--- config.mk ---
export PLATFORM = sky130hd
export DESIGN_NAME = burst_buffer
export DESIGN_NICKNAME = d
export VERILOG_FILES = /design/src/hdl/burst_buffer.sv
export VERILOG_INCLUDE_DIRS = /design/src /design/src/hdl
export SDC_FILE = /design/constraint.sdc
export NUM_CORES = 1
export LEC_CHECK = 0
export ABC_AREA = 1
export BUFFER_PORTS_ARGS = -buffer_cell sky130_fd_sc_hd__buf_2
export CORE_ASPECT_RATIO = 2
export CORE_MARGIN = 10
export CORE_UTILIZATION = 45
export DETAILED_ROUTE_END_ITERATION = 6
export HOLD_SLACK_MARGIN = 0.06
export SLEW_MARGIN = 40
export SYNTH_ARGS = -nofsm -noshare
export SYNTH_HDL_FRONTEND = slang
export SYNTH_SLANG_ARGS = --single-unit
--- constraint.sdc ---
create_clock -name clk -period 4.4 [get_ports clk]
set_clock_uncertainty 0.1 [all_clocks]
set_input_delay 0.88 -clock clk [delete_from_list [all_inputs] [get_ports clk]]
set_output_delay 0.88 -clock clk [all_outputs]
set_load 0.02 [all_outputs]
--- src/hdl/dmem_cfg.svh ---
`ifndef DMEM_CFG_SVH
`define DMEM_CFG_SVH

// byte address width on the AXI side
`define DMEM_ADDR_WIDTH 32

// storage size in 32-bit words
`define DMEM_DEPTH_WORDS 1024

// simulated access latency in cycles
`define DMEM_LATENCY 10

// beats per burst, also the depth of each beat buffer
`define DMEM_MAX_BURST 8

`endif

--- src/hdl/burst_buffer.sv ---
`timescale 1ns/1ps
`default_nettype none

`include "dmem_cfg.svh"

module burst_buffer #(
    parameter type beat_t = logic [31:0]
) (
    input  logic  clk,
    input  logic  rst_n,
    input  logic  push,
    input  beat_t push_data,
    input  logic  pop,
    output beat_t head
);
    localparam int DEPTH = `DMEM_MAX_BURST;
    localparam int PW    = $clog2(DEPTH);

    beat_t         entries [DEPTH];
    logic [PW-1:0] wr_ptr;
    logic [PW-1:0] rd_ptr;
    logic [PW:0]   count;

    always_ff @(posedge clk or negedge rst_n) begin
        if (!rst_n) begin
            wr_ptr <= '0;
            rd_ptr <= '0;
            count  <= '0;
        end else begin
            if (push) begin
                wr_ptr <= (wr_ptr == PW'(DEPTH - 1)) ? '0 : wr_ptr + 1'b1;
            end
            if (pop) begin
                rd_ptr <= (rd_ptr == PW'(DEPTH - 1)) ? '0 : rd_ptr + 1'b1;
            end
            if (push && !pop) begin
                count <= count + 1'b1;
            end else if (pop && !push) begin
                count <= count - 1'b1;
            end
        end
    end

    always_ff @(posedge clk) begin
        if (push) begin
            entries[wr_ptr] <= push_data;
        end
    end

    assign head = entries[rd_ptr];

    // controller must keep beat counts within one burst
    a_no_overflow: assert property (@(posedge clk) disable iff (!rst_n)
        push && !pop |-> count < (PW + 1)'(DEPTH));
    a_no_underflow: assert property (@(posedge clk) disable iff (!rst_n)
        pop |-> count != '0);

endmodule

`default_nettype wire

[Word-level counts from Yosys, hierarchy flattened]
Memory sizes are Yosys's and may differ from the RTL's.
Cells that the tools add are included.
Cells by class
  equal/unequal tests: 2
  muxes and demuxes: 4
  $add $sub $neg: 2
Operators with widths (number)
  $add 3x1->3 const B: 2
  $eq 3x3->1 const B: 2
  $mux 3: 2
  $mux 1: 2
Word-level totals
  memories kept: 1
  input port bits: 36
  word-level logic and storage cells: 11
  memory bits (writable): 256
  output and inout bits: 32
  bits in registers: 6
Memories
  entries: words 8, bits a word 32, read ports 1, clocked after memory_dff 0, write ports 1, line burst_buffer.sv:19  | beat_t entries [DEPTH];

[Depth between registers and ports, before layout]
  depth after elaboration: 2
  depth in mapped cells: 8

[Worst setup path after synthesis]
OpenSTA, ideal clock, no wires.
  path kind: input to register
  start point: in push
  end point: mem entries[1][0] in the netlist's numbering (enable)
  data arrival time: 2346 ps
  required time: 3879 ps
  path slack: 1533 ps
  stages: 2
  setup time: 421 ps
  cell sequence: nand2_1 -> nor2_1
Between the ends
  word-level cells in the longest chain between the ends: 2
RTL lines
  start, declared: line burst_buffer.sv:11  | input logic push,
  $mux 1: line burst_buffer.sv:45  | if (push) begin
  $mux 1 (not written as such): line burst_buffer.sv:46  | entries[wr_ptr] <= push_data;
  end, declared: line burst_buffer.sv:19
Every way passes these cells.

==> impl_metrics.csv <==
group,metric,value,unit
outcome,status,"finished clean",
synthesis,ys_top_cells_by_area,"edfxtp_1 67%, nand2_1 14%, inv_1 8.6%",
detailed_routing,drt_iter0_markers,480,
synthesis,synth_cell_types,12,
setup_path,crit_type,"reg2out",
setup_path,crit_top_cell,"nand2_1",
final_layout,stdcell_count,1561,
floorplanning,die-height,245,µm
floorplanning,initial_core_util,0.456,
setup_path,critPathTopFamily,"buffers and inverters",
floorplanning,io_pins,68,
cts,post_cts_buffers,0,
power_and_ir_drop,pwr_density_cell,592,nW/µm²
power_and_ir_drop,ir_drop,377,µV
final_layout,final_cell_mix,"428 x nand2_1, 259 x inv_1, 256 x edfxtp_1, 128 x nand3_1, 67 x buf_2",
synthesis,synth.largest_area_cell,"edfxtp_1",
synthesis,synth_area,11400,µm²
floorplanning,die-area,32500,µm²
final_layout,seqCellArea,7840,µm²
synthesis,ys_ff_latch,262,
setup_path,arrival,2.63,ns
timing,maxSlewHeadroom,0.480,
detailed_routing,drc,0,
cts,h-tree-depth,1,
floorplanning,rows,82,
timing,worstMarginPinSlew,0.779,ns
global_routing,grt_util_all_layers,0.152,
cts,cts_resized,0,
place,place_area,12200,µm²
synthesis,synth_top_area_share,0.673,
detailed_routing,vias,7377,
timing,whs,0.0922,ns
timing,fin_crit_sh,0.821,
cts,root_buffer,"clkbuf_16",
synthesis,yosysWarnings,0,
final_layout,multi_input_area,2420,µm²
cts,insertion_delay,0.51,ns
setup_path,worstPathCellList,"inv_4 -> buf_4 -> nand2_1 -> nand3_1 -> nand2_1 -> nand2_1 -> nand2_1 -> buf_2",
detailed_routing,post_drt_wl_per_cell,15.9,µm
timing,setup_viol,0,
timing,fmax,277,MHz
global_routing,grt_pass1_wl,39000,µm
run,maxCapViolCount,0,
final_layout,drive_gt1_frac,0.104,
final_layout,fillers,2297,
setup_path,cp_num_buf_inv,3,
global_routing,overflow,0,
final_layout,final_common_cell,"nand2_1",
setup_path,crit_path_start_kind,"flip-flop",
place,port_buffers,67,
final_layout,final_cell_area,12900,µm²
synthesis,synthCells,1149,
global_routing,antenna_found_initial,2,
detailed_routing,drt_pass1_iterations,5,
setup_path,path_max_fanout,52,
synthesis,syn_avg_cell_area,9.94,µm²
detailed_routing,via_per_inst,4.73,
synthesis,synth_fp_nets,1189,
timing,setup_tns,0,ns
setup_path,required,3.42,ns
setup_path,reg2reg_slack,2.16,ns
setup_path,reg2reg_from,"wr_ptr[0]",
setup_path,end_kind,"output port",
place,pre_cts_slack,1.31,ns
min_path,hold_class,"in2async",
power_and_ir_drop,leakage,5.96,nW
setup_path,max_stage_delay,0.65,ns
final_layout,nets,1250,
synthesis,ys_seq_area_frac,0.686,
final_layout,antenna_cells,0,
cts,ctsHoldBuffers,0,
setup_path,r2r_end,"entries[0][2]",
cts,cts_tree,"yes",
cts,cts_sinks,262,
timing,rsz0062_at_grt,"false",
floorplanning,core,25000,µm²
cts,clk_path_buf_depth,3,
timing,period_needed,3.61,ns
global_routing,grt_pass1_vias,7321,
place,post-dp-hpwl,14600,µm
global_routing,grt_max_degree,66,
setup_path,reg2reg_depth,4,
place,placed_cells,1521,
detailed_routing,ant_nets,0,
detailed_routing,drt_wl_total,24700,µm
place,gp_routability_congestion,0.748,
cts,clkSlewWorstSetupHoldPaths,0.06,ns
timing,slew_violations,0,
timing,fin_ws,0.786,ns
timing,finalHoldViolCount,0,
setup_path,slowest_stage,"dfrtp_4",
final_layout,syn2layout_area_growth,13.0,%
floorplanning,die_w,133,µm
cts,cts_buffers,23,
[how the worst max path moves through the flow]
stage | startpoint | to | slack, ns | cells past startpoint
2_1_floorplan | push | entries[1][0] | 1.53 | 2
3_3_place_gp | rd_ptr[0] | head[14] | 1.32 | 8
3_5_place_dp | rd_ptr[0] | head[24] | 1.31 | 8
4_1_cts | rd_ptr[0] | head[24] | 0.75 | 8
5_1_grt | rd_ptr[0] | head[24] | 0.58 | 8
6_report | rd_ptr[0] | head[24] | 0.79 | 8
[where the power goes]
part / switching [W] / internal, W / total [W] / leakage, nW
clock network: 0.000850 / 0.00114 / 0.00199 / 0.354
registers: 0.0000967 / 0.00306 / 0.00315 / 2.40
logic: 0.00179 / 0.000712 / 0.00250 / 3.21
[layout make-up]
class,instances,share of cell area
clock buffers,28,0.0461
clock inverters,12,0.0107
inverters,262,0.0764
multi-input cells,576,0.188
flip-flops and latches,262,0.608
well taps,336,0.0326
repair buffers,85,0.0387
[sequential cells by signal (all words and copies together) (netlist names)]
| signal | flops |
|---|---|
| wr_ptr | 3 |
| rd_ptr | 3 |
| entries | 256 |
[per-layer routing]
metal | global-route usage | wire length (µm) | vias up
li1 | - | - | 3682
met1 | 0.162 | 9530 | 3511
met2 | 0.286 | 13300 | 136
met3 | 0.0288 | 1160 | 44
met4 | 0.0618 | 747 | 4
met5 | 0 | 29 | -
[through the flow]
| stage | utilization | power (W) |
|---|---|---|
| after floorplan | - | 0.00487 |
| after global placement | 0.486 | 0.00573 |
| after detailed placement | 0.486 | 0.00577 |
| after CTS | 0.515 | 0.00776 |
| after global routing | 0.515 | 0.00813 |
| final | 0.515 | 0.00764 |
[cells by family after synthesis]
| kind of cell | synth area share |
|---|---|
| simple gates | 0.200 |
| buf+inv | 0.106 |
| fa+ha+maj | 0.00438 |
| compound gates | 0.00263 |
| flops | 0.686 |
[Yosys cell counts, drive strengths merged]
cell / n
nand2: 428
inv: 262
edfxtp: 256
nand3: 128
buf: 42
nor2: 10
clkbuf: 7
dfrtp: 6
o21ai: 6
ha: 4
No activity file was read; power rests on OpenSTA's default activity.
