File: config.mk
export PLATFORM = sky130hd
export DESIGN_NAME = mem_latency_timer
export DESIGN_NICKNAME = d
export VERILOG_FILES = /design/src/hdl/mem_latency_timer.sv
export VERILOG_INCLUDE_DIRS = /design/src /design/src/hdl
export SDC_FILE = /design/constraint.sdc
export NUM_CORES = 1
export LEC_CHECK = 0
export ABC_AREA = 1
export ABC_CLOCK_PERIOD_IN_PS = 1200
export BUFFER_PORTS_ARGS = -buffer_cell sky130_fd_sc_hd__buf_2
export CAP_MARGIN = 20
export CORE_AREA = 2 2 39 41
export CTS_BUF_LIST = sky130_fd_sc_hd__clkbuf_4
export CTS_CLUSTER_DIAMETER = 200
export CTS_CLUSTER_SIZE = 12
export DETAILED_ROUTE_END_ITERATION = 16
export DIE_AREA = 0 0 41 43
export PLACE_DENSITY = 0.48
export SYNTH_ARGS = -nofsm -noshare
export SYNTH_HDL_FRONTEND = slang
export SYNTH_SLANG_ARGS = --single-unit
File: constraint.sdc
create_clock -name clk -period 1.2 [get_ports clk]
set_clock_uncertainty 0.05 [all_clocks]
set_input_delay 0.12 -clock clk [delete_from_list [all_inputs] [get_ports clk]]
set_output_delay 0.12 -clock clk [all_outputs]
set_load 0.01 [all_outputs]
File: src/hdl/dmem_cfg.svh
`ifndef DMEM_CFG_SVH
`define DMEM_CFG_SVH

// byte address width on the AXI side
`define DMEM_ADDR_WIDTH 32

// storage size in 32-bit words
`define DMEM_DEPTH_WORDS 1024

// simulated access latency in cycles
`define DMEM_LATENCY 10

// beats per burst, also the depth of each beat buffer
`define DMEM_MAX_BURST 8

`endif

File: src/hdl/mem_latency_timer.sv
`timescale 1ns/1ps
`default_nettype none

`include "dmem_cfg.svh"

module mem_latency_timer #(
    parameter int LATENCY = `DMEM_LATENCY
) (
    input  logic clk,
    input  logic rst_n,
    input  logic start,
    output logic done
);
    localparam int CW = $clog2(LATENCY + 1);

    logic [CW-1:0] count;
    logic          running;

    always_ff @(posedge clk or negedge rst_n) begin
        if (!rst_n) begin
            count   <= '0;
            running <= 1'b0;
        end else if (start) begin
            count   <= CW'(LATENCY);
            running <= 1'b1;
        end else if (running) begin
            if (count == '0) begin
                running <= 1'b0;
            end else begin
                count <= count - 1'b1;
            end
        end
    end

    // running drops on the next edge so done lasts one cycle
    assign done = running && (count == '0);

endmodule

`default_nettype wire
[Word-level counts from Yosys, hierarchy flattened]
Cells that the tools add are included.
Word-level totals
  output and inout port bits: 1
  flip-flop bits (word level): 5
Cells by class
  eq/ne operators: 1
  mux-type cells: 6
  $add $sub $neg: 1
  reduce and logical (&&, ||, !) cells: 4
Operators by type and width (number)
  $mux 4: 3
  $logic_not 4->1: 1
  $sub 4x1->4 const B: 1
  $mux 1: 3
  $ne 2x2->1 const B: 1
  $reduce_and 2->1: 1
  $reduce_bool 2->1: 1
  $logic_and 1x1->1: 1

[Longest topological paths before layout]
Gate-level depths: netlist of the first run.
  word-level depth: 4
  gate-level depth with buffers: 7
  gate-level depth less buffers: 7

[Least setup slack after synthesis of the first run]
OpenSTA, ideal clock, no wires.
  kind: register to register
  start point: register count[0]
  end point: register count[3]
  path buffers: 0
  stages on the path, launching flop included: 8
  setup slack: 0.073 ns
  arrival time: 0.961 ns
  period minus slack after synthesis: 1.127 ns
  cell sequence: dfrtp_1 inv_2 ha_1 nand2_2 nand2_4 nand2_8 nand2_1 nand2_1
Between the ends
  cells in the longest elaborated chain, start to end: 4
  elaborated cells between the ends (all ways): 7
  those cells by class: 1 x add/sub; 1 x eq/ne; 3 x mux; 2 x reduce/logical
RTL lines
  start: declaration: line mem_latency_timer.sv:16  | logic [CW-1:0] count;
  start signal: assignment: line mem_latency_timer.sv:24  | count <= CW'(LATENCY);
  start signal: assignment: line mem_latency_timer.sv:30  | count <= count - 1'b1;
  $sub 4x1->4: line mem_latency_timer.sv:30
  $mux 4: line mem_latency_timer.sv:27  | if (count == '0) begin
  $mux 4: line mem_latency_timer.sv:26  | end else if (running) begin
  $mux 4: line mem_latency_timer.sv:23  | end else if (start) begin
Several ways; a longest one is shown, not always the timed one. The select of a mux whose other input is x is not followed.
A chain may end at the register's enable or synchronous reset.

[Worst setup path in the final report of the first run]
  start point: register count[1]
  end point: output done
Between the ends
  cells in the longest elaborated chain, start to end: 2
RTL lines
  $logic_not 4->1: line mem_latency_timer.sv:36  | assign done = running && (count == '0);
  $logic_and 1x1->1: line mem_latency_timer.sv:36
  end: declaration: line mem_latency_timer.sv:12  | output logic done
No other way between the ends.

==> impl_metrics.env, run 1 <==
export IMPL_antenna_cells=0
export IMPL_cp_data_required_time_ns=1.03
export IMPL_grt_ovfl_total=0
export IMPL_drive_gt1_share_pct=59.18
export IMPL_crit_cells=5
export IMPL_syn_to_final_growth_pct=55.19
export IMPL_grt_pass1_vias=234
export IMPL_maxSlewViolCount=0
export IMPL_max_slew_margin_pct=89.13
export IMPL_grt_pass1_wl_um=952
export IMPL_netlist_top_cells_area="dfrtp_1 (41%), nand2_1 (7.5%), nand2_8 (6.6%)"
export IMPL_ios=4
export IMPL_power_combinational_fraction_pct=49.1
export IMPL_fillers=153
export IMPL_numCtsBuffers=3
export IMPL_synth_top_area_cell="dfrtp_1"
export IMPL_antenna_left=0
export IMPL_dr_pass1_iters=4
export IMPL_clockBufferDepth=2
export IMPL_initial_core_util_pct=21.79
export IMPL_cts_root_buf="clkbuf_4"
export IMPL_clkPwrFrac_pct=21.2
export IMPL_clk_pin_slew_ns=0.04
export IMPL_drt_iter0_drc=5
export IMPL_whs_path_depth=3
export IMPL_fin_area_sq_um=467.9
export IMPL_violations="setup timing"
export IMPL_htree_levels=1
export IMPL_slowest_stage="dfrtp_1"
export IMPL_place_area_sq_um=359.1
export IMPL_synthesis_area_sq_um=301.5
export IMPL_path_buf_inv=2
export IMPL_power_frac_seq_pct=29.7
export IMPL_cpLargestDelayFamily="flip-flops"
export IMPL_die_w_um=41
export IMPL_drv_cap=0
export IMPL_reg2reg_depth=8
export IMPL_synthesis_nets=37
export IMPL_synth_most_common_cell="nand2_1"
export IMPL_internal_power_mw=0.6475
export IMPL_irDropWorstVdd_mv=0.8642
export IMPL_grt_use_total_pct=8.182
export IMPL_cp_cell_sequence="inv_2 > ha_4 > nand2_4 > nor2_1 > buf_2"
export IMPL_seqCellArea_sq_um=126.4
export IMPL_cp_slowest_stage_delay_ns=0.38
export IMPL_worst_hold_slack_ns=0.1267
export IMPL_status="finished, violations left"
export IMPL_drc=0
export IMPL_wl_per_cell_um=8.246
export IMPL_cts_tree="done"
export IMPL_ys_seq_area_share_pct=41.49
export IMPL_fmax_mhz=798.6
export IMPL_tightest_slew_ns=0.1631
export IMPL_start_kind="flip-flop"
export IMPL_synth_area_per_cell_sq_um=9.138
export IMPL_vias_per_cell=3.908
export IMPL_dp_hpwl_um=374.2
export IMPL_yosysUniqueCellTypes=16
export IMPL_critPathKind="reg -> out"
export IMPL_setup_violations=3
export IMPL_period_minus_slack_ns=1.252
export IMPL_route_vias_total=254
export IMPL_fin_crit_sh_pct=104.3
export IMPL_synth_edf_count=0
export IMPL_synthTopCellsByCount="nand2_1 (6), dfrtp_1 (5), nand3_1 (4)"
export IMPL_synthCells=33
export IMPL_insertion_delay_ns=0.24
export IMPL_clock_sinks=5
export IMPL_hold_violations=0
export IMPL_worstPathArrival_ns=1.08
export IMPL_rsz0062_at_grt="true"
export IMPL_netSwitchingPower_mw=0.3583
export IMPL_grt_max_degree=8
export IMPL_min_path_type="in -> reg"
export IMPL_p_per_area_nw_per_um2=2150
export IMPL_die_area_sq_um=1763
export IMPL_ys_warn_count=0
export IMPL_multi_input_area_sq_um=185.2
export IMPL_async_flop_share_pct=100.0
export IMPL_switching_share_pct=35.62
export IMPL_nets=54
export IMPL_endpoint_kind="output port"
export IMPL_rows=14
export IMPL_cellLeakagePower_nw=0.2483
export IMPL_synth_top_area_share_pct=41.49
export IMPL_cp_max_fo=2
export IMPL_synthFlopType="dfrtp_1"
export IMPL_place_gp_congestion=0.7195
export IMPL_routed_wl_um=536
export IMPL_antenna_found_initial=0
export IMPL_setup_slack_ns=-0.05214
export IMPL_core_area_sq_um=1384
export IMPL_port_buffer_count=3
export IMPL_synth_seq_cells=5
export IMPL_die_h_um=43
-- per-layer routing --
metal | vias to the layer above | GRT usage (%) | wire length (um) | part of all wire [%]
met5 | - | 0 | 0 | 0
met1 | 110 | 11.80 | 256 | 48
met4 | 0 | 8.000 | 15 | 2.8
met3 | 2 | 1.571 | 19 | 3.5
met2 | 4 | 9.375 | 244 | 46
li1 | 138 | - | - | -
-- tightest hold or removal path, delay by kind of cell --
family	cells	cell delay (ns)
AND/OR/NAND/NOR	1	0.09
buffers and inverters	2	0.16
-- final cells by class --
class / count / area share, %
Tap cell: 16 / 4.278
Timing Repair Buffer: 12 / 18.18
Multi-Input combinational cell: 23 / 39.57
Clock buffer: 4 / 6.417
Sequential cell: 5 / 27.01
Inverter: 5 / 4.545
-- sequential cells by signal, indices dropped and copies added (netlist names) --
register,flops
count,4
running,1
-- kinds of logic after synthesis --
kind of cell	count (synthesis)	synth area share (%)
buffers and inverters	5	7.054
adders and majority gates	1	4.149
xor gates and xnor gates	1	2.905
DFF	5	41.49
and+or+nand+nor	19	38.59
AOI/OAI and AO/OA	2	5.810
-- power groups by stage --
stage / sequential [mW] / combinational [mW] / clock, mW
after floorplan: 0.272 / 0.242 / 0
after global placement: 0.282 / 0.340 / 0
after detailed placement: 0.280 / 0.336 / 0
after CTS: 0.279 / 0.448 / 0.222
after global routing: 0.310 / 0.548 / 0.237
final: 0.299 / 0.493 / 0.214
-- path summary, 6_finish.rpt --
check | endpoint | slack [ns] | start
worst max-delay path | done | -0.05 | count[1]
worst min-delay path | running | 0.13 | start
worst max register to register | count[3] | -0.02 | count[1]
worst min register to register | count[2] | 0.55 | count[2]
max in group asynchronous | count[2] | 0.78 | rst_n
min in group asynchronous | running | 0.17 | rst_n
-- cell usage in the layout (no fill, tap or decap) --
cell type	netlist	layout
buf_2	0	3
buf_4	0	8
clkbuf_4	0	4
dfrtp_1	5	4
dfrtp_2	0	1
dlygate4sd3_1	0	1
ha_4	0	1
inv_1	3	2
inv_2	1	2
inv_4	1	1
nand2_1	6	6
nand2_2	2	1
nand2_4	1	2
nand2_8	1	1
nand3_1	4	4
nand3_2	1	1
nand4_1	1	1
nor2_1	2	2
nor2_4	0	1
o21ai_2	2	2
xor2_2	0	1
-- per-stage QoR --
step / TNS, ns / worst slack (ns) / cells / util, % / power [mW]
5_1_grt: -0.3213 / -0.1041 / 65 / 33.82 / 1.095
3_5_place_dp: 0 / 0.02554 / 55 / 25.95 / 0.6168
2_1_floorplan: 0 / 0.07269 / 33 / - / 0.5147
3_3_place_gp: -0.001172 / -0.001172 / 55 / 25.95 / 0.6222
4_1_cts: -0.1475 / -0.08522 / 64 / 32.28 / 0.9485
6_report: -0.07281 / -0.05214 / 65 / 33.82 / 1.006
-- what timing repair did --
| action | in CTS | in global routing |
|---|---|---|
| cloned | 0 | 0 |
| setup buffers | 4 | 2 |
| setup endpoints to repair | 1 | 5 |
| pin swaps | 4 | 4 |
| hold buffers | 1 | 0 |
| endpoints found under the hold margin | 5 | 0 |
| gates resized for setup | 4 | 3 |
Power figures use the tool's default switching activity.
==> inputs of run 2 (changes only) <==
--- a/config.mk
+++ b/config.mk
@@ -13,5 +13,4 @@
 export CORE_AREA = 2 2 39 41
 export CTS_BUF_LIST = sky130_fd_sc_hd__clkbuf_4
-export CTS_CLUSTER_DIAMETER = 200
 export CTS_CLUSTER_SIZE = 12
 export DETAILED_ROUTE_END_ITERATION = 16
--- a/constraint.sdc
+++ b/constraint.sdc
@@ -3,3 +3,3 @@
 set_input_delay 0.12 -clock clk [delete_from_list [all_inputs] [get_ports clk]]
 set_output_delay 0.12 -clock clk [all_outputs]
-set_load 0.01 [all_outputs]
+set_load 0.02 [all_outputs]
==> impl_metrics.env, run 2 (synthesis results as in run 1) <==
export IMPL_insertion_delay_ns=0.24
export IMPL_grt_util_met3_pct=1.571
export IMPL_route_vias_total=258
export IMPL_dp_hpwl_um=374.2
export IMPL_dr_pass1_iters=4
export IMPL_hold_path_startpoint="start"
export IMPL_grt_use_met2_pct=9.375
export IMPL_cp_cell_sequence="inv_2 > ha_4 > nand2_4 > nor2_4 > buf_6"
export IMPL_drt_iter0_drc=6
export IMPL_antenna_cells=0
export IMPL_syn_to_final_growth_pct=61.41
export IMPL_vias_per_cell=3.969
export IMPL_slowest_stage="dfrtp_1"
export IMPL_die_w_um=41
export IMPL_violations="setup timing"
export IMPL_r2r_start="count[1]"
export IMPL_switching_share_pct=36.25
export IMPL_drc=0
export IMPL_die_area_sq_um=1763
export IMPL_clockBufferDepth=2
export IMPL_top_usage_layer="met1"
export IMPL_min_path_type="in -> reg"
export IMPL_p_total_mw=1.039
export IMPL_preCtsSetupSlack_ns=0.02554
export IMPL_fillers=151
export IMPL_nets=54
export IMPL_most_common_layout_cells="buf_4 (8), nand2_1 (5), nand3_1 (4), clkbuf_4 (4), dfrtp_1 (4)"
export IMPL_critPathKind="reg -> out"
export IMPL_cp_slowest_stage_delay_ns=0.38
export IMPL_path_buf_inv=2
export IMPL_grt_pass1_wl_um=952
export IMPL_rsz0062_at_grt="true"
export IMPL_dp_cells=55
export IMPL_place_gp_congestion=0.7195
export IMPL_period_minus_slack_ns=1.250
export IMPL_drive_gt1_share_pct=65.31
export IMPL_start_kind="flip-flop"
export IMPL_grtUsageMet1_pct=11.80
export IMPL_worstPathArrival_ns=1.08
export IMPL_grt_pass1_vias=234
export IMPL_irDropWorstVdd_mv=0.8835
export IMPL_drv_cap=0
export IMPL_p_per_area_nw_per_um2=2135
export IMPL_min_to="running"
export IMPL_clk_pin_slew_ns=0.04
export IMPL_cp_max_fo=2
export IMPL_fin_area_sq_um=486.7
export IMPL_cpLargestDelayFamily="flip-flops"
export IMPL_maxSlewViolCount=0
export IMPL_numCtsBuffers=3
export IMPL_worst_hold_slack_ns=0.1178
export IMPL_reg2reg_depth=8
export IMPL_place_area_sq_um=359.1
export IMPL_clkPwrFrac_pct=20.5
export IMPL_cts_tree="done"
export IMPL_ios=4
export IMPL_fmax_mhz=800.1
export IMPL_cellLeakagePower_nw=0.2478
export IMPL_tns_ns=-0.1058
export IMPL_setup_slack_ns=-0.04982
export IMPL_die_h_um=43
export IMPL_cts_root_buf="clkbuf_4"
export IMPL_wl_per_cell_um=8.369
export IMPL_htree_levels=1
export IMPL_setup_violations=4
export IMPL_initial_core_util_pct=21.79
export IMPL_antenna_found_initial=0
export IMPL_post_route_util_pct=35.17
export IMPL_internal_power_mw=0.6625
export IMPL_seqCellArea_sq_um=126.4
export IMPL_hold_violations=0
export IMPL_routed_wl_um=544
export IMPL_top_regs="count (4), running (1)"
export IMPL_fin_crit_sh_pct=104.2
export IMPL_clock_sinks=5
export IMPL_largest_register_ffs=4
export IMPL_antenna_left=0
export IMPL_final_common_cell="buf_4"
export IMPL_cp_data_required_time_ns=1.03
export IMPL_endpoint_kind="output port"
export IMPL_rows=14
export IMPL_grt_ovfl_total=0
export IMPL_grt_max_degree=8
export IMPL_power_frac_seq_pct=29.1
export IMPL_timing_reg2reg_setup_slack_ns=-0.02
export IMPL_grt_use_total_pct=8.182
export IMPL_core_area_sq_um=1384
export IMPL_netSwitchingPower_mw=0.3768
export IMPL_largest_register="count"
export IMPL_max_slew_margin_pct=89.16
export IMPL_status="finished, violations left"
export IMPL_tightest_slew_ns=0.1625
export IMPL_power_combinational_fraction_pct=50.4
export IMPL_r2r_end="count[1]"
export IMPL_multi_input_area_sq_um=197.7
export IMPL_critPathLaunch="count[1]"
export IMPL_layout_cells_non_filler=65
export IMPL_port_buffer_count=3
export IMPL_whs_path_depth=3
-- run 2: changes by cell type in the layout (fill, tap and decap cells not counted) --
cell     change
buf_2        -1
buf_6        +1
nand2_1      -1
nand2_2      +1
nor2_1       -2
nor2_2       +1
nor2_4       +1
-- run 2: how the worst max path moves through the flow --
stage | depth (start not counted) | endpoint
after floorplan | 4 | done
after CTS | 5 | done
after global routing | 5 | done
after global placement | 7 | count[3]
after detailed placement | 7 | count[3]
final | 5 | done
-- run 2: power by group through the flow --
| stage | Clock [mW] | Combinational [mW] | Sequential [mW] |
|---|---|---|---|
| floorplan | 0 | 0.246 | 0.272 |
| global placement | 0 | 0.343 | 0.282 |
| detailed placement | 0 | 0.340 | 0.280 |
| global route | 0.237 | 0.579 | 0.313 |
| CTS | 0.222 | 0.465 | 0.279 |
| finish | 0.214 | 0.524 | 0.302 |
-- run 2: cell type report --
| class | instances | area share, % |
|---|---|---|
| Timing Repair Buffer | 12 | 18.77 |
| Multi-Input combinational cell | 23 | 40.62 |
| Tap cell | 16 | 4.113 |
| Inverter | 5 | 4.370 |
| Sequential cell | 5 | 25.96 |
| Clock buffer | 4 | 6.170 |
-- run 2: worst register-to-register path, cell delays in order, from the launching register on --
cell and delay (ns):
dfrtp_1 0.38, inv_2 0.08, ha_4 0.14, nand2_4 0.05
buf_4 0.14, nand2_4 0.09, nand2_8 0.08, nand2_2 0.07
o21ai_2 0.04
-- run 2: what timing repair did --
action,4_1_cts,5_1_grt
endpoints found under the hold margin,5,0
gates resized for setup,8,5
setup buffers,4,2
hold buffers,1,0
pin swaps,4,6
setup endpoints to repair,1,5
-- run 2: routing by layer --
layer	vias to the layer above	wire (um)
met5	-	0
met4	0	15
met3	2	17
met2	4	249
met1	114	262
li1	138	-
==> inputs of run 3 (changes only) <==
- RECOVER_POWER: default -> 50
==> impl_metrics.env, run 3 (synthesis results as in run 1) <==
export IMPL_largest_register="count"
export IMPL_dr_pass1_iters=4
export IMPL_worst_hold_slack_ns=0.1178
export IMPL_antenna_left=0
export IMPL_vias_per_cell=3.969
export IMPL_internal_power_mw=0.6620
export IMPL_routed_wl_um=542
export IMPL_dp_hpwl_um=374.2
export IMPL_place_gp_congestion=0.7195
export IMPL_start_kind="flip-flop"
export IMPL_nets=54
export IMPL_drive_gt1_share_pct=63.27
export IMPL_ios=4
export IMPL_cp_max_fo=2
export IMPL_reg2reg_depth=8
export IMPL_wl_per_cell_um=8.338
export IMPL_setup_violations=4
export IMPL_wl_met3_um=17
export IMPL_p_per_area_nw_per_um2=2140
export IMPL_grt_max_degree=8
export IMPL_cp_data_required_time_ns=1.03
export IMPL_rows=14
export IMPL_numCtsBuffers=3
export IMPL_grt_pass1_wl_um=952
export IMPL_fmax_mhz=800.1
export IMPL_worstPathArrival_ns=1.08
export IMPL_cp_slowest_stage_delay_ns=0.38
export IMPL_clock_sinks=5
export IMPL_syn_to_final_growth_pct=61.00
export IMPL_r2r_start="count[1]"
export IMPL_rsz0062_at_grt="true"
export IMPL_top_regs="count (4), running (1)"
export IMPL_grt_pass1_vias=234
export IMPL_min_path_type="in -> reg"
export IMPL_grt_use_total_pct=8.182
export IMPL_cts_tree="done"
export IMPL_violations="setup timing"
export IMPL_grt_ovfl_total=0
export IMPL_max_slew_margin_pct=81.92
export IMPL_die_h_um=43
export IMPL_tightest_slew_ns=0.2711
export IMPL_largest_register_ffs=4
export IMPL_die_w_um=41
export IMPL_irDropWorstVdd_mv=0.8834
export IMPL_hold_path_startpoint="start"
export IMPL_wl_met2_um=249
export IMPL_r2r_end="count[1]"
export IMPL_power_combinational_fraction_pct=50.4
export IMPL_power_frac_seq_pct=29.1
export IMPL_clockBufferDepth=2
export IMPL_core_area_sq_um=1384
export IMPL_clkPwrFrac_pct=20.6
export IMPL_port_buffer_count=3
export IMPL_status="finished, violations left"
export IMPL_maxSlewViolCount=0
export IMPL_netSwitchingPower_mw=0.3768
export IMPL_whs_path_depth=3
export IMPL_period_minus_slack_ns=1.250
export IMPL_cellLeakagePower_nw=0.2451
export IMPL_slowest_stage="dfrtp_1"
export IMPL_path_buf_inv=2
export IMPL_cpLargestDelayFamily="flip-flops"
export IMPL_timing_reg2reg_setup_slack_ns=-0.02
export IMPL_htree_levels=1
export IMPL_cp_cell_sequence="inv_2 > ha_4 > nand2_4 > nor2_4 > buf_6"
export IMPL_most_common_layout_cells="buf_4 (8), nand2_1 (5), nand3_1 (4), clkbuf_4 (4), dfrtp_1 (4)"
export IMPL_cts_root_buf="clkbuf_4"
export IMPL_clk_pin_slew_ns=0.04
export IMPL_routedLengthMet1_um=260
export IMPL_die_area_sq_um=1763
export IMPL_antenna_cells=0
export IMPL_route_vias_total=258
export IMPL_hold_violations=0
export IMPL_drv_cap=0
export IMPL_initial_core_util_pct=21.79
export IMPL_final_common_cell="buf_4"
export IMPL_critPathKind="reg -> out"
export IMPL_insertion_delay_ns=0.24
export IMPL_antenna_found_initial=0
export IMPL_switching_share_pct=36.27
export IMPL_drc=0
export IMPL_top_layer_used="met4"
export IMPL_setup_slack_ns=-0.04982
export IMPL_tns_ns=-0.1058
export IMPL_drt_iter0_drc=6
export IMPL_min_to="running"
export IMPL_endpoint_kind="output port"
export IMPL_fin_crit_sh_pct=104.2
run 3: power by group through the flow:
stage                     clock network (mW)  registers, mW  logic, mW
final                                  0.214          0.302      0.523
after global routing                   0.237          0.313      0.579
after CTS                              0.222          0.279      0.465
after detailed placement                   0          0.280      0.340
after global placement                     0          0.282      0.343
after floorplan                            0          0.272      0.246
run 3: how the worst max path moves through the flow:
stage                   from       end  depth (start not counted)
floorplan           count[0]      done                          4
global placement    count[1]  count[3]                          7
detailed placement  count[1]  count[3]                          7
CTS                 count[1]      done                          5
global route        count[1]      done                          5
finish              count[1]      done                          5
run 3: final cells by class:
class / instances / area, sq um
clock buffer: 4 / 30.03
fill: 152 / 898.4
inverter: 5 / 21.27
multi-input combinational: 23 / 197.7
sequential: 5 / 126.4
tap: 16 / 20.02
timing repair buffer: 12 / 90.09
run 3: stage by stage:
stage	util [%]	area (sq um)	instances	setup slack, ns	power [mW]
6_report	35.08	485.5	65	-0.04982	1.039
2_1_floorplan	-	301.5	33	0.02384	0.5181
3_3_place_gp	25.95	359.1	55	-0.001172	0.6256
3_5_place_dp	25.95	359.1	55	0.02554	0.6202
4_1_cts	33.27	460.4	64	-0.08489	0.9659
5_1_grt	35.08	485.5	65	-0.09764	1.128
run 3: repair_timing:
item | CTS | global route
pin swaps | 4 | 6
resized for setup | 8 | 5
endpoints found under the hold margin | 5 | 0
setup buffers | 4 | 2
setup endpoints to repair | 1 | 5
cloned | 0 | 0
hold buffers | 1 | 0
run 3: routing by layer:
| layer | up-vias | global-route usage [%] |
|---|---|---|
| met2 | 4 | 9.375 |
| met3 | 2 | 1.571 |
| met5 | - | 0 |
| met4 | 0 | 8.000 |
| li1 | 138 | - |
| met1 | 114 | 11.80 |
run 3: tightest hold or removal path, delay by kind of cell:
kind                   cells  cell delay (ns)
and+or+nand+nor            1             0.08
buffers and inverters      2             0.16
