[config.mk]
export PLATFORM = sky130hd
export DESIGN_NAME = dmem_ctrl_fsm
export DESIGN_NICKNAME = d
export VERILOG_FILES = /design/src/hdl/dmem_pkg.sv /design/src/hdl/dmem_ctrl_fsm.sv
export VERILOG_INCLUDE_DIRS = /design/src /design/src/hdl
export SDC_FILE = /design/constraint.sdc
export NUM_CORES = 1
export LEC_CHECK = 0
export ABC_CLOCK_PERIOD_IN_PS = 3000
export BUFFER_PORTS_ARGS = -buffer_cell sky130_fd_sc_hd__buf_2
export CAP_MARGIN = 20
export CORE_AREA = 2 2 107 109
export CTS_BUF_LIST = sky130_fd_sc_hd__clkbuf_8
export CTS_CLUSTER_SIZE = 16
export DETAILED_ROUTE_END_ITERATION = 10
export DIE_AREA = 0 0 109 111
export PLACE_DENSITY = 0.6
export SLEW_MARGIN = 20
export SYNTH_ARGS = -nofsm -noshare
export SYNTH_HDL_FRONTEND = slang
export SYNTH_SLANG_ARGS = --single-unit
[constraint.sdc]
create_clock -name clk -period 3 [get_ports clk]
set_input_delay 0.6 -clock clk [delete_from_list [all_inputs] [get_ports clk]]
set_output_delay 0.6 -clock clk [all_outputs]
set_load 0.005 [all_outputs]
[src/hdl/dmem_cfg.svh]
`ifndef DMEM_CFG_SVH
`define DMEM_CFG_SVH

// byte address width on the AXI side
`define DMEM_ADDR_WIDTH 32

// storage size in 32-bit words
`define DMEM_DEPTH_WORDS 1024

// simulated access latency in cycles
`define DMEM_LATENCY 10

// beats per burst, also the depth of each beat buffer
`define DMEM_MAX_BURST 8

`endif

[src/hdl/dmem_pkg.sv]
`default_nettype none

`include "dmem_cfg.svh"

package dmem_pkg;

    typedef enum logic [1:0] {
        AXI_RESP_OKAY   = 2'b00,
        AXI_RESP_SLVERR = 2'b10
    } axi_resp_e;

    typedef logic [31:0] word_t;

    // shared by AR and AW
    typedef struct packed {
        logic [`DMEM_ADDR_WIDTH-1:0] addr;
        // beats minus one
        logic [7:0]                  len;
    } axi_addr_req_t;

    typedef struct packed {
        word_t      data;
        logic [3:0] strb;
        logic       last;
    } axi_w_t;

    typedef struct packed {
        word_t     data;
        axi_resp_e resp;
        logic      last;
    } axi_r_t;

    typedef struct packed {
        axi_resp_e resp;
    } axi_b_t;

    // write buffer entry
    typedef struct packed {
        word_t      data;
        logic [3:0] strb;
    } mem_wbeat_t;

endpackage

`default_nettype wire

[src/hdl/dmem_ctrl_fsm.sv]
`timescale 1ns/1ps
`default_nettype none

`include "dmem_cfg.svh"

module dmem_ctrl_fsm (
    input  logic                        clk,
    input  logic                        rst_n,
    input  dmem_pkg::axi_addr_req_t     ar,
    input  logic                        ar_valid,
    input  dmem_pkg::axi_addr_req_t     aw,
    input  logic                        aw_valid,
    input  logic                        w_valid,
    input  logic                        w_last,
    input  logic                        r_ready,
    input  logic                        b_ready,
    input  logic                        timer_done,
    output logic                        ar_ready,
    output logic                        aw_ready,
    output logic                        w_ready,
    output logic                        r_valid,
    output logic                        r_last,
    output dmem_pkg::axi_resp_e         r_resp,
    output logic                        b_valid,
    output dmem_pkg::axi_resp_e         b_resp,
    output logic                        timer_start,
    output logic                        rbuf_push,
    output logic                        rbuf_pop,
    output logic                        wbuf_pop,
    output logic [`DMEM_ADDR_WIDTH-3:0] mem_word_addr,
    output logic                        mem_wr_en
);
    import dmem_pkg::*;

    localparam int WAW = `DMEM_ADDR_WIDTH - 2;

    typedef enum logic [2:0] {
        S_IDLE,
        S_WR_RECV,
        S_WR_WAIT,
        S_WR_COMMIT,
        S_WR_RESP,
        S_RD_WAIT,
        S_RD_XFER,
        S_RD_SEND
    } state_e;

    state_e          state_q;
    state_e          state_d;
    axi_addr_req_t   req;
    logic [WAW:0]    end_idx;
    logic            accept;
    logic [WAW-1:0]  base_q;
    logic [7:0]      len_q;
    logic [7:0]      beat_cnt;
    logic            beat_end;
    axi_resp_e       resp_q;

    // read wins when both requests arrive together
    assign req      = ar_valid ? ar : aw;
    assign accept   = (state_q == S_IDLE) && (ar_valid || aw_valid);
    assign end_idx  = {1'b0, req.addr[`DMEM_ADDR_WIDTH-1:2]} + (WAW + 1)'(req.len);
    assign beat_end = (beat_cnt == len_q);

    assign ar_ready      = (state_q == S_IDLE);
    assign aw_ready      = (state_q == S_IDLE) && !ar_valid;
    assign w_ready       = (state_q == S_WR_RECV);
    assign r_valid       = (state_q == S_RD_SEND);
    assign r_last        = r_valid && beat_end;
    assign r_resp        = resp_q;
    assign b_valid       = (state_q == S_WR_RESP);
    assign b_resp        = resp_q;
    assign rbuf_push     = (state_q == S_RD_XFER);
    assign rbuf_pop      = r_valid && r_ready;
    assign wbuf_pop      = (state_q == S_WR_COMMIT);
    assign mem_word_addr = base_q + WAW'(beat_cnt);
    assign mem_wr_en     = wbuf_pop && (resp_q == AXI_RESP_OKAY);

    always_comb begin
        state_d = state_q;
        case (state_q)
            S_IDLE: begin
                if (ar_valid) begin
                    state_d = S_RD_WAIT;
                end else if (aw_valid) begin
                    state_d = S_WR_RECV;
                end
            end
            S_WR_RECV:   if (w_valid && w_last) state_d = S_WR_WAIT;
            S_WR_WAIT:   if (timer_done) state_d = S_WR_COMMIT;
            S_WR_COMMIT: if (beat_end) state_d = S_WR_RESP;
            S_WR_RESP:   if (b_ready) state_d = S_IDLE;
            S_RD_WAIT:   if (timer_done) state_d = S_RD_XFER;
            S_RD_XFER:   if (beat_end) state_d = S_RD_SEND;
            S_RD_SEND:   if (r_ready && beat_end) state_d = S_IDLE;
            default:     state_d = S_IDLE;
        endcase
    end

    always_ff @(posedge clk or negedge rst_n) begin
        if (!rst_n) begin
            state_q     <= S_IDLE;
            base_q      <= '0;
            len_q       <= '0;
            resp_q      <= AXI_RESP_OKAY;
            beat_cnt    <= '0;
            timer_start <= 1'b0;
        end else begin
            state_q <= state_d;
            // start one cycle after AR, or after the last W beat
            timer_start <= (accept && ar_valid) || (w_ready && w_valid && w_last);
            if (accept) begin
                base_q <= req.addr[`DMEM_ADDR_WIDTH-1:2];
                len_q  <= req.len;
                resp_q <= (end_idx >= (WAW + 1)'(`DMEM_DEPTH_WORDS)) ? AXI_RESP_SLVERR
                                                                      : AXI_RESP_OKAY;
            end
            // one counter covers transfer, commit and send phases
            if (rbuf_push || wbuf_pop || rbuf_pop) begin
                beat_cnt <= beat_end ? '0 : beat_cnt + 1'b1;
            end
        end
    end

    a_burst_len: assert property (@(posedge clk) disable iff (!rst_n)
        accept |-> req.len < 8'(`DMEM_MAX_BURST));
    a_r_stable: assert property (@(posedge clk) disable iff (!rst_n)
        r_valid && !r_ready |=> r_valid && $stable(r_last) && $stable(r_resp));

endmodule

`default_nettype wire

-- Yosys cells after proc, flatten, opt, wreduce, memory -nomap -nowiden
Index checks and enable logic that the tools add are counted.
- add/sub/neg operators: 3
- $lt $le $gt $ge: 1
- equality and inequality tests: 16
- mux-type cells: 13
- reductions and logical operators: 18
- operators by type and width (cell ; number):
    2-to-1 mux 40 bit ; 1
    adder 30 x 8 -> 31 bit ; 1
    greater-or-equal comparator 31 x 11 -> 1 bit (second input constant) ; 1
    adder 30 x 8 -> 30 bit ; 1
    2-to-1 mux 3 bit ; 9
    case mux 3 bit (8 select lines) ; 1
    == test 3 bit (second input constant) ; 4
    logical AND 1 bit ; 10
    adder 8 x 1 -> 8 bit (second input constant) ; 1
    == test 8 bit ; 1
    2-to-1 mux 8 bit ; 1
    inequality test 2 x 1 -> 1 bit (second input constant) ; 4
    AND reduction 8 bit ; 1
    == test 3 x 2 -> 1 bit (second input constant) ; 2
    inequality test 2 bit (second input constant) ; 3
    logical OR 1 bit ; 4
    == test 3 x 1 -> 1 bit (second input constant) ; 1
    logical NOT 3 bit ; 1
    inequality test 3 bit (second input constant) ; 1
    logical NOT 2 bit ; 1
    2-to-1 mux 2 bit ; 1
    logical NOT 1 bit ; 1
- register bits: 52
- output and inout bits: 45
- word-level logic and storage cells: 57

-- Logic depth before layout (Yosys ltp)
Gate-level depths: netlist of the first run.
- depth after elaboration: 4
- gate-level depth with buffers: 13
- mapped depth without buffers: 10

-- Worst setup path before layout of the first run
OpenSTA, ideal clock, no wires.
- kind: input port to flip-flop
- from: in ar_valid
- to: reg resp_q[1], in the netlist b_resp[1]
- arrival: 3836 ps
- data required time: 2857 ps
- slack: -979 ps
- stages: 13
- cells stage by stage: buf_6 buf_2 buf_1 clkbuf_1 mux2_2 ha_1 a21o_1 a211o_1 o21ai_1 mux2i_1 o211ai_1 a2111oi_1 a31oi_1
- RTL lines (what ; RTL line ; source):
    from (decl) ; dmem_ctrl_fsm.sv:10 ; input logic ar_valid,
    to (signal assigned) ; dmem_ctrl_fsm.sv:115 ; resp_q <= (end_idx >= (WAW + 1)'(`DMEM_DEPTH_WORDS)) ? AXI_RESP_SLVERR
    to (decl) ; dmem_ctrl_fsm.sv:57 ; axi_resp_e resp_q;

-- Worst setup path after layout of the first run
- from: reg beat_cnt[0]
- to: out mem_word_addr[24]
- longest elaborated chain between the ends: 1
- ends and longest elaborated chain (what ; RTL line ; source):
    from (decl) ; dmem_ctrl_fsm.sv:55 ; logic [7:0] beat_cnt;
    from (signal assigned) ; dmem_ctrl_fsm.sv:120 ; beat_cnt <= beat_end ? '0 : beat_cnt + 1'b1;
    adder 30 x 8 -> 30 bit ; dmem_ctrl_fsm.sv:76 ; assign mem_word_addr = base_q + WAW'(beat_cnt);
    to (decl) ; dmem_ctrl_fsm.sv:30 ; output logic [`DMEM_ADDR_WIDTH-3:0] mem_word_addr,
No other way between the ends.

==> flow_summary.yaml, run 1 <==
synth:
  synth-main-ff-cell: "dfrtp_1"
  seq_area_frac_synth_pct: 29.8
  asyncSetResetFlopFracSynth_pct: 100
  netlist_instances: 489
  syn_area_sq_mm: 0.00428
  synth-seq-cells: 51
  ys_top_cells_by_area: "dfrtp_1 (30%), mux2_2 (9.5%), ha_1 (5.0%)"
  ys_warns: 0
  post_synth.cell_area_avg_sq_um: 8.75
  netlist.area_leader.share_pct: 29.8
  netlist.top_cell.by_area: "dfrtp_1"
  synth_enable_flop_cells: 0
  yosys.cell_types.count: 61
place:
  placement.io_buffers: 127
  dp.final_hpwl_mm: 9.48
  placement.cell_area_sq_mm: 0.00538
  place.gp.congestion: 0.870
detailed_routing:
  via_count: 4222
  remaining_drc_errors: 0
  routed_wire_length_per_instance_um: 15.2
  initialDrtViolationCount: 198
  via_per_inst: 5.30
  route.antenna.remaining_nets: 0
  routed_wl_mm: 12.1
  drt-pass1-iter-count: 4
floorplanning:
  die_area_sq_mm: 0.0121
  rows: 39
  initial_utilization_pct: 38.6
  core_region_area_sq_mm: 0.0111
  die_height_um: 111
  die-width_um: 109
  io-pin-count: 134
clock_tree:
  postCtsHoldBufs: 0
  clk_pin_slew_worst_paths_ps: 100
  ctsHtreeMaxLevel: 2
  clock-root-buffer: "clkbuf_8"
  cts_tree: "built"
  clock_latency_ps: 310
  clockBufferDepth: 2
  cts-buffers-inserted: 5
  tritoncts_num_sinks: 51
cells_and_area:
  layout.core_utilization_pct: 52.7
  final_cell_mix: "buf_2 (126), dfrtp_1 (49), nor2_1 (44), buf_4 (44), a21oi_1 (34)"
  postLayoutCellArea_sq_mm: 0.00584
  antenna_cells_inserted: 0
  fillerInstances: 1022
  finalNetCount: 760
  final_common_cell: "buf_2"
  area.growth.synth_to_final_pct: 36.4
  share_of_layout_cells_above_drive_strength_1_pct: 42.6
sta:
  worstMarginPinSlew_ps: 785
  finClkSkew_ps: 11.1
  achievable-frequency_mhz: 313
  maxSlewViolCount: 0
  fin_crit_sh_pct: 106
  setup_viol: 19
  timing.max_slew.rel_slack_pct: 47.7
  final-hold-violation-count: 0
  holdWs_ps: 362
  setup_repair_after_global_routing_missed_its_margin: "yes"
  minimum_clock_period_ps: 3190
  finalWorstSetupSlack_ps: -194
  final.setup.tns_ps: -1820
pwr:
  power.leakage_uw: 0.00269
  worst_ir_drop_vdd_uv: 291
  powerDensity_mw_per_mm2: 755
  post-layout-total-power_uw: 4410
setup_path:
  path_max_fanout: 5
  path_class: "register to output port"
  worst-endpoint-arrival_ps: 2590
  worstSetupStartpointType: "register"
  cp-end-kind: "output port"
  cp_data_required_time_ps: 2400
outcome:
  violations: "setup timing"
  status: "complete, but fails checks"
global_routing:
  groute.usage.overall_pct: 20.0
  antenna_found_initial: 0
  grt_first_pass_wirelength_mm: 19.5
  globalRouteOverflowTotal: 0
  grt_start_max_net_pins: 36
  number_of_global_route_vias_before_repair: 4060
job:
  cap_viol_max_count: 0
min_path:
  holdCritPathClass: "input pin to asynchronous set/reset pin"
## cells in the mapped netlist, types with 2 or more instances
| cell type | n |
|---|---|
| a2111oi_0 | 2 |
| a211o_1 | 2 |
| a211oi_1 | 4 |
| a21o_1 | 2 |
| a21oi_1 | 40 |
| a22oi_1 | 2 |
| a31oi_1 | 3 |
| a32o_1 | 3 |
| and2_1 | 3 |
| and3_1 | 14 |
| buf_1 | 2 |
| buf_2 | 3 |
| buf_4 | 3 |
| clkbuf_1 | 11 |
| dfrtp_1 | 51 |
| fa_1 | 2 |
| ha_1 | 17 |
| inv_1 | 20 |
| mux2_2 | 36 |
| mux2i_1 | 18 |
| nand2_1 | 32 |
| nand2b_1 | 8 |
| nand3_1 | 21 |
| nand3b_1 | 2 |
| nand4_1 | 3 |
| nor2_1 | 46 |
| nor2b_1 | 9 |
| nor3_1 | 10 |
| nor4_1 | 2 |
| o2111ai_1 | 2 |
| o211ai_1 | 6 |
| o21a_1 | 3 |
| o21ai_0 | 25 |
| o21ai_1 | 2 |
| o22ai_1 | 3 |
| o31ai_1 | 6 |
| or2_2 | 4 |
| or3_1 | 3 |
| xnor2_1 | 19 |
| xor2_1 | 24 |
## what timing repair did
item                                    4_1_cts  5_1_grt
endpoints found under the setup margin       24       25
pin swaps                                    10       24
cloned                                        1        0
gates resized for setup                      25       34
setup buffers                                 6        6
## layer usage
layer / GRT usage (%) / part of all wire, %
met1: 28.4 / 46
met2: 32.8 / 46
met3: 2.18 / 6.0
met4: 3.85 / 1.4
met5: 0 / 0
## worst paths after layout
check	from	end	slack [ps]	depth (start not counted)
setup / recovery	beat_cnt[0]$_DFFE_PN0P_	mem_word_addr[24]	-190	13
hold / removal	rst_n	base_q[2]$_DFFE_PN0P_	360	1
setup reg to reg	beat_cnt[1]$_DFFE_PN0P_	state_q[2]$_DFFE_PN0P_	480	8
hold reg to reg	base_q[7]$_DFFE_PN0P_	base_q[7]$_DFFE_PN0P_	530	1
max in group asynchronous	rst_n	base_q[12]$_DFFE_PN0P_	1970	2
min in group clk	base_q[7]$_DFFE_PN0P_	base_q[7]$_DFFE_PN0P_	530	1
## logic make-up after synthesis
family / after synthesis / share of synthesized area, %
simple gates: 161 / 19.0
compound gates: 117 / 17.6
mux: 55 / 14.2
flops: 51 / 29.8
xor+xnor: 43 / 8.80
buf+inv: 42 / 4.56
fa+ha+maj: 19 / 5.91
other cells: 1 / 0.0876
## area by class of cell
cell class | instances | area, sq um | share of cell area, %
clock buffers | 5 | 68.8 | 1.18
clock inverters | 3 | 63.8 | 1.09
inverters | 20 | 75.1 | 1.29
repair buffers | 177 | 1060 | 18.1
flip-flops and latches | 51 | 1280 | 21.9
well taps | 143 | 179 | 3.06
multi-input cells | 397 | 3120 | 53.4
## worst max-delay path: stages (launching register included)
cell and delay [ps]:
dfrtp_1 380, ha_2 200, inv_2 40, fa_2 330, nor2b_1 140, o21ai_2 80, a21oi_2 180, o21ai_2 90
a211oi_2 180, buf_4 160, buf_8 130, nand3_2 80, xnor2_1 160, buf_2 130
## metrics by stage
stage,setup WS [ps],instances
2_1_floorplan,-210,490
3_3_place_gp,-280,775
3_5_place_dp,-357,775
4_1_cts,-261,790
5_1_grt,-317,796
6_report,-194,796
## flip-flops by register name, summed over array words and instances, names as in the netlist
register,flops
b_resp,1
base_q,30
beat_cnt,8
len_q,8
state_q,3
timer_start,1
## power by group
part | internal (uW) | switching (uW) | total, uW
sequential | 1010 | 385 | 1390
clock | 330 | 240 | 571
combinational | 1230 | 1210 | 2440
total | 2570 | 1830 | 4410
Note: power is estimated with default switching activity, not from simulation.
==> run 2, diff against run 1 <==
RECOVER_POWER = 100   (was not set)
==> run 2 against run 1 <==
  * The flow finishes with violations (capacitance limit, slew limit, setup timing)
  * Final area down 0.56%
  * Global-route usage unchanged
  * Clock power about the same
  * Via count grew 0.17%
  * Hold slack gained 170 ps
  * Core utilization decreased by 0.29 points
  * Flip-flop and latch count stayed put
  * Register-to-register slack got worse by 80 ps
  * Sequential share of layout area up 0.12 points
  * Highest routed layer unchanged
==> flow_summary.yaml, run 2 (synthesized netlist as in run 1, its figures left out) <==
pwr:
  cellInternalPower_uw: 2550
  powerDensity_mw_per_mm2: 757
  share_seq_of_total_power_pct: 31.8
  switching_share_pct: 41.9
  clock_power_share_pct: 13.0
  net-switching-power_uw: 1840
  worst_ir_drop_vdd_uv: 291
  power.leakage_uw: 0.00264
  share_of_power_burned_in_combinational_logic_pct: 55.2
sta:
  worstMarginPinSlew_ps: 1870
  fin_crit_sh_pct: 107
  final-hold-violation-count: 0
  achievable-frequency_mhz: 313
  setup_repair_after_global_routing_missed_its_margin: "yes"
  timing.max_slew.rel_slack_pct: -24.4
  final.setup.tns_ps: -1860
  setup_viol: 19
  maxSlewViolCount: 33
  minimum_clock_period_ps: 3200
  finClkSkew_ps: 11.4
  finalWorstSetupSlack_ps: -196
detailed_routing:
  routed_wire_length_per_instance_um: 15.2
  route.antenna.remaining_nets: 0
  initialDrtViolationCount: 202
  via_per_inst: 5.31
  routed_wl_mm: 12.1
  remaining_drc_errors: 0
  drt-pass1-iter-count: 4
  via_count: 4229
cells_and_area:
  fillerInstances: 1032
  final_common_cell: "buf_2"
  share_of_layout_cells_above_drive_strength_1_pct: 40.3
  area.growth.synth_to_final_pct: 35.7
  regMostFlops: "base_q"
  largest_reg_flops: 30
  final_cell_mix: "buf_2 (117), dfrtp_1 (49), nor2_1 (44), buf_4 (38), a21oi_1 (34)"
  postLayoutCellArea_sq_mm: 0.00581
  largestRegisters: "base_q: 30 flops, beat_cnt: 8 flops, len_q: 8 flops"
  layout.core_utilization_pct: 52.4
  antenna_cells_inserted: 0
  finalNetCount: 760
clock_tree:
  clockBufferDepth: 2
  clk_pin_slew_worst_paths_ps: 100
  tritoncts_num_sinks: 51
  clock_latency_ps: 310
  ctsHtreeMaxLevel: 2
  cts_tree: "built"
  cts-buffers-inserted: 5
  clock-root-buffer: "clkbuf_8"
outcome:
  status: "complete, but fails checks"
  violations: "capacitance limit, slew limit, setup timing"
global_routing:
  number_of_global_route_vias_before_repair: 4060
  groute.usage.overall_pct: 20.0
  antenna_found_initial: 0
  grt_first_pass_wirelength_mm: 19.5
  grt_start_max_net_pins: 36
  globalRouteOverflowTotal: 0
floorplanning:
  io-pin-count: 134
  rows: 39
  core_region_area_sq_mm: 0.0111
  die_height_um: 111
  die_area_sq_mm: 0.0121
  die-width_um: 109
  initial_utilization_pct: 38.6
place:
  place.gp.congestion: 0.870
  placement.io_buffers: 127
  placement.cell_area_sq_mm: 0.00538
  dp.final_hpwl_mm: 9.48
setup_path:
  cp-end-kind: "output port"
  path_class: "register to output port"
  path_max_fanout: 5
  cp_data_required_time_ps: 2400
  worstSetupStartpointType: "register"
  worst-endpoint-arrival_ps: 2600
min_path:
  holdCritPathClass: "register to register"
job:
  cap_viol_max_count: 1
## run 2: cell types whose count changed in the layout (fill, tap and decap cells not counted)
cell	change
clkbuf_1	+14
buf_2	-9
buf_4	-6
or2_2	-1
clkbuf_2	+1
or2_0	+1
## run 2: what timing repair did
action / CTS / global route
pin swaps: 10 / 24
resized for setup: 25 / 34
endpoints found under the setup margin: 24 / 25
endpoints found under the hold margin: 0 / 0
cloned: 1 / 0
hold buffers: 0 / 0
setup buffers: 6 / 6
## run 2: per-layer routing
layer	wire [um]	global-route usage (%)
met1	5720	28.4
met2	5590	32.8
met3	629	2.18
met4	172	3.85
met5	0	0
## run 2: layout make-up
type	count	area (sq um)	share of cell area [%]
Multi-Input combinational cell	397	3120	53.7
Clock inverter	3	63.8	1.10
Timing Repair Buffer	177	1020	17.6
Inverter	20	75.1	1.29
Tap cell	143	179	3.08
Clock buffer	5	68.8	1.19
Sequential cell	51	1280	22.0
## run 2: critical path: stages (launching register included)
cell      delay, ps
dfrtp_1         380
ha_2            200
inv_2            40
fa_2            330
nor2b_1         140
o21ai_2          80
a21oi_2         180
o21ai_2          90
a211oi_2        180
buf_4           170
buf_8           130
nand3_2          80
xnor2_1         160
buf_2           130
## run 2: power groups by stage
| stage | logic (uW) | registers [uW] | clock network (uW) |
|---|---|---|---|
| floorplan | 1490 | 1250 | 0 |
| finish | 2430 | 1400 | 570 |
| CTS | 2300 | 1370 | 583 |
| detailed placement | 2180 | 1380 | 0 |
| global placement | 2130 | 1360 | 0 |
| global route | 2710 | 1450 | 604 |
## run 2: path summary, 6_finish.rpt
kind / start / endpoint / slack (ps) / depth (start not counted)
setup / recovery: beat_cnt[0]$_DFFE_PN0P_ / mem_word_addr[24] / -200 / 13
max in group asynchronous: rst_n / base_q[12]$_DFFE_PN0P_ / 890 / 2
hold reg to reg: base_q[7]$_DFFE_PN0P_ / base_q[7]$_DFFE_PN0P_ / 530 / 1
setup reg to reg: state_q[0]$_DFFE_PN0P_ / base_q[26]$_DFFE_PN0P_ / 400 / 4
min in group asynchronous: rst_n / base_q[2]$_DFFE_PN0P_ / 790 / 1
hold / removal: base_q[7]$_DFFE_PN0P_ / base_q[7]$_DFFE_PN0P_ / 530 / 1
## run 2: metrics by stage
stage          power (uW)  setup slack, ps  instances  hold slack [ps]
6_report             4390             -196        796              532
5_1_grt              4760             -317        796              555
4_1_cts              4260             -261        790              378
3_5_place_dp         3550             -357        775              512
3_3_place_gp         3490             -280        775              503
2_1_floorplan        2740             -210        490              304
==> run 3, diff against run 2 <==
TNS_END_PERCENT = 30   (was not set)
==> run 3 against run 2 <==
  * The flow still finishes with violations (capacitance limit, slew limit, setup timing)
  * Core utilization shrank 1.4 points
  * Worst setup slack gained 0.96 ps
  * Register-to-register slack is essentially flat
  * Total power shrank 2.9%
  * Critical endpoint unchanged
  * Largest power group unchanged
  * Highest routed layer unchanged
==> flow_summary.yaml, run 3 (synthesized netlist as in run 1, its figures left out) <==
pwr:
  power.leakage_uw: 0.00257
  powerDensity_mw_per_mm2: 754
  worst_ir_drop_vdd_uv: 289
  post-layout-total-power_uw: 4270
sta:
  fin_crit_sh_pct: 107
  maxSlewViolCount: 33
  setup_repair_after_global_routing_missed_its_margin: "yes"
  worstMarginPinSlew_ps: 1880
  final-hold-violation-count: 0
  minimum_clock_period_ps: 3200
  finalWorstSetupSlack_ps: -195
  setup_viol: 22
  achievable-frequency_mhz: 313
  finClkSkew_ps: 10.4
  timing.max_slew.rel_slack_pct: -25.0
  final.setup.tns_ps: -1910
floorplanning:
  die_height_um: 111
  die_area_sq_mm: 0.0121
  io-pin-count: 134
  die-width_um: 109
  rows: 39
  core_region_area_sq_mm: 0.0111
  initial_utilization_pct: 38.6
setup_path:
  worstSetupStartpointType: "register"
  regToRegEndpoint: "base_q[26]$_DFFE_PN0P_"
  crit_start: "beat_cnt[0]$_DFFE_PN0P_"
  cp_data_required_time_ps: 2400
  rr_worst_depth: 4
  cp-end-kind: "output port"
  path_max_fanout: 5
  path_class: "register to output port"
  worst-endpoint-arrival_ps: 2600
  worst_r2r_src: "state_q[0]$_DFFE_PN0P_"
  ff2ff_setup_slack_ps: 400
  worstSetupEndpoint: "mem_word_addr[24]"
cells_and_area:
  regMostFlops: "base_q"
  final_cell_mix: "buf_2 (118), dfrtp_1 (50), nor2_1 (46), buf_4 (36), a21oi_1 (35)"
  share_of_layout_cells_above_drive_strength_1_pct: 37.7
  largest_reg_flops: 30
  area.growth.synth_to_final_pct: 32.2
  final_common_cell: "buf_2"
  antenna_cells_inserted: 0
  largestRegisters: "base_q: 30 flops, beat_cnt: 8 flops, len_q: 8 flops"
  fillerInstances: 1052
  finalNetCount: 755
clock_tree:
  clk_pin_slew_worst_paths_ps: 90
  cts-buffers-inserted: 5
  clock-root-buffer: "clkbuf_8"
  tritoncts_num_sinks: 51
  cts_tree: "built"
  clockBufferDepth: 2
  ctsHtreeMaxLevel: 2
  clock_latency_ps: 310
global_routing:
  globalRouteOverflowTotal: 0
  grt_start_max_net_pins: 36
  number_of_global_route_vias_before_repair: 4071
  grt_first_pass_wirelength_mm: 19.5
  groute.usage.overall_pct: 20.0
  antenna_found_initial: 0
outcome:
  status: "complete, but fails checks"
  violations: "capacitance limit, slew limit, setup timing"
job:
  cap_viol_max_count: 1
detailed_routing:
  routed_wl_mm: 11.9
  initialDrtViolationCount: 202
  routed_wire_length_per_instance_um: 15.1
  remaining_drc_errors: 0
  via_per_inst: 5.30
  route.antenna.remaining_nets: 0
  via_count: 4193
  drt-pass1-iter-count: 5
min_path:
  holdCritPathClass: "register to register"
place:
  place.gp.congestion: 0.870
  placement.io_buffers: 127
  dp.final_hpwl_mm: 9.48
run 3: cell count changes in the layout (fill, tap and decap cells not counted), moves of 2 or more:
cell     previous run  this run
buf_4              38        36
buf_6               4         0
nor2_1             44        46
nor2_2              2         0
nor3_1              7         9
nor3_2              3         1
o21ai_0            20        22
xnor2_1            13        16
xnor2_2             6         3
run 3: layout make-up:
type                    instances  area [sq um]  area share [%]
clock buffers                   5          68.8            1.22
well taps                     143           179            3.16
inverters                      20          75.1            1.33
flip-flops and latches         51          1280            22.6
clock inverters                 3          63.8            1.13
multi-input cells             397          3030            53.6
repair buffers                172           958            16.9
run 3: repair_timing:
action                     CTS  global route
hold buffers                 0             0
cloned                       1             0
pin swaps                    8            14
setup endpoints to repair   24            25
setup buffers                6             1
gates resized for setup     21            12
run 3: worst min-delay path by stage:
stage | start | to | slack, ps | cells after the start
4_1_cts | rst_n | base_q[2]$_DFFE_PN0P_ | 380 | 1
3_3_place_gp | base_q[6]$_DFFE_PN0P_ | base_q[6]$_DFFE_PN0P_ | 500 | 1
2_1_floorplan | rst_n | b_resp[1]$_DFFE_PN0P_ | 300 | 0
3_5_place_dp | base_q[7]$_DFFE_PN0P_ | base_q[7]$_DFFE_PN0P_ | 510 | 1
5_1_grt | len_q[7]$_DFFE_PN0P_ | len_q[7]$_DFFE_PN0P_ | 560 | 1
6_report | base_q[7]$_DFFE_PN0P_ | base_q[7]$_DFFE_PN0P_ | 530 | 1
run 3: per-stage QoR:
stage               hold slack (ps)  worst slack (ps)  area, sq um  utilization (%)  instances
finish                          531              -195         5660             51.1        791
floorplan                       304              -210         4440                -        490
global route                    555              -307         5660             51.1        791
detailed placement              512              -357         5380             48.5        775
global placement                503              -280         5380             48.5        775
CTS                             378              -261         5630             50.8        790
run 3: layer usage:
layer	track usage, %	vias to the layer above	routed length (um)
met3	2.18	12	555
met1	28.4	2003	5740
met5	0	-	0
met4	4.19	0	173
met2	32.7	107	5470
li1	-	2071	-
run 3: power breakdown:
part / internal [uW] / total [uW] / switching (uW)
registers: 1010 / 1390 / 380
clock network: 330 / 569 / 238
logic: 1140 / 2310 / 1160
run 3: worst max-delay path, cell delays in order (launching register included):
cell      delay, ps
dfrtp_1         380
ha_2            200
inv_2            40
fa_2            330
nor2b_1         140
o21ai_2          80
a21oi_2         170
o21ai_2          90
a211oi_2        180
buf_4           170
buf_8           130
nand3_2          80
xnor2_1         170
buf_2           140
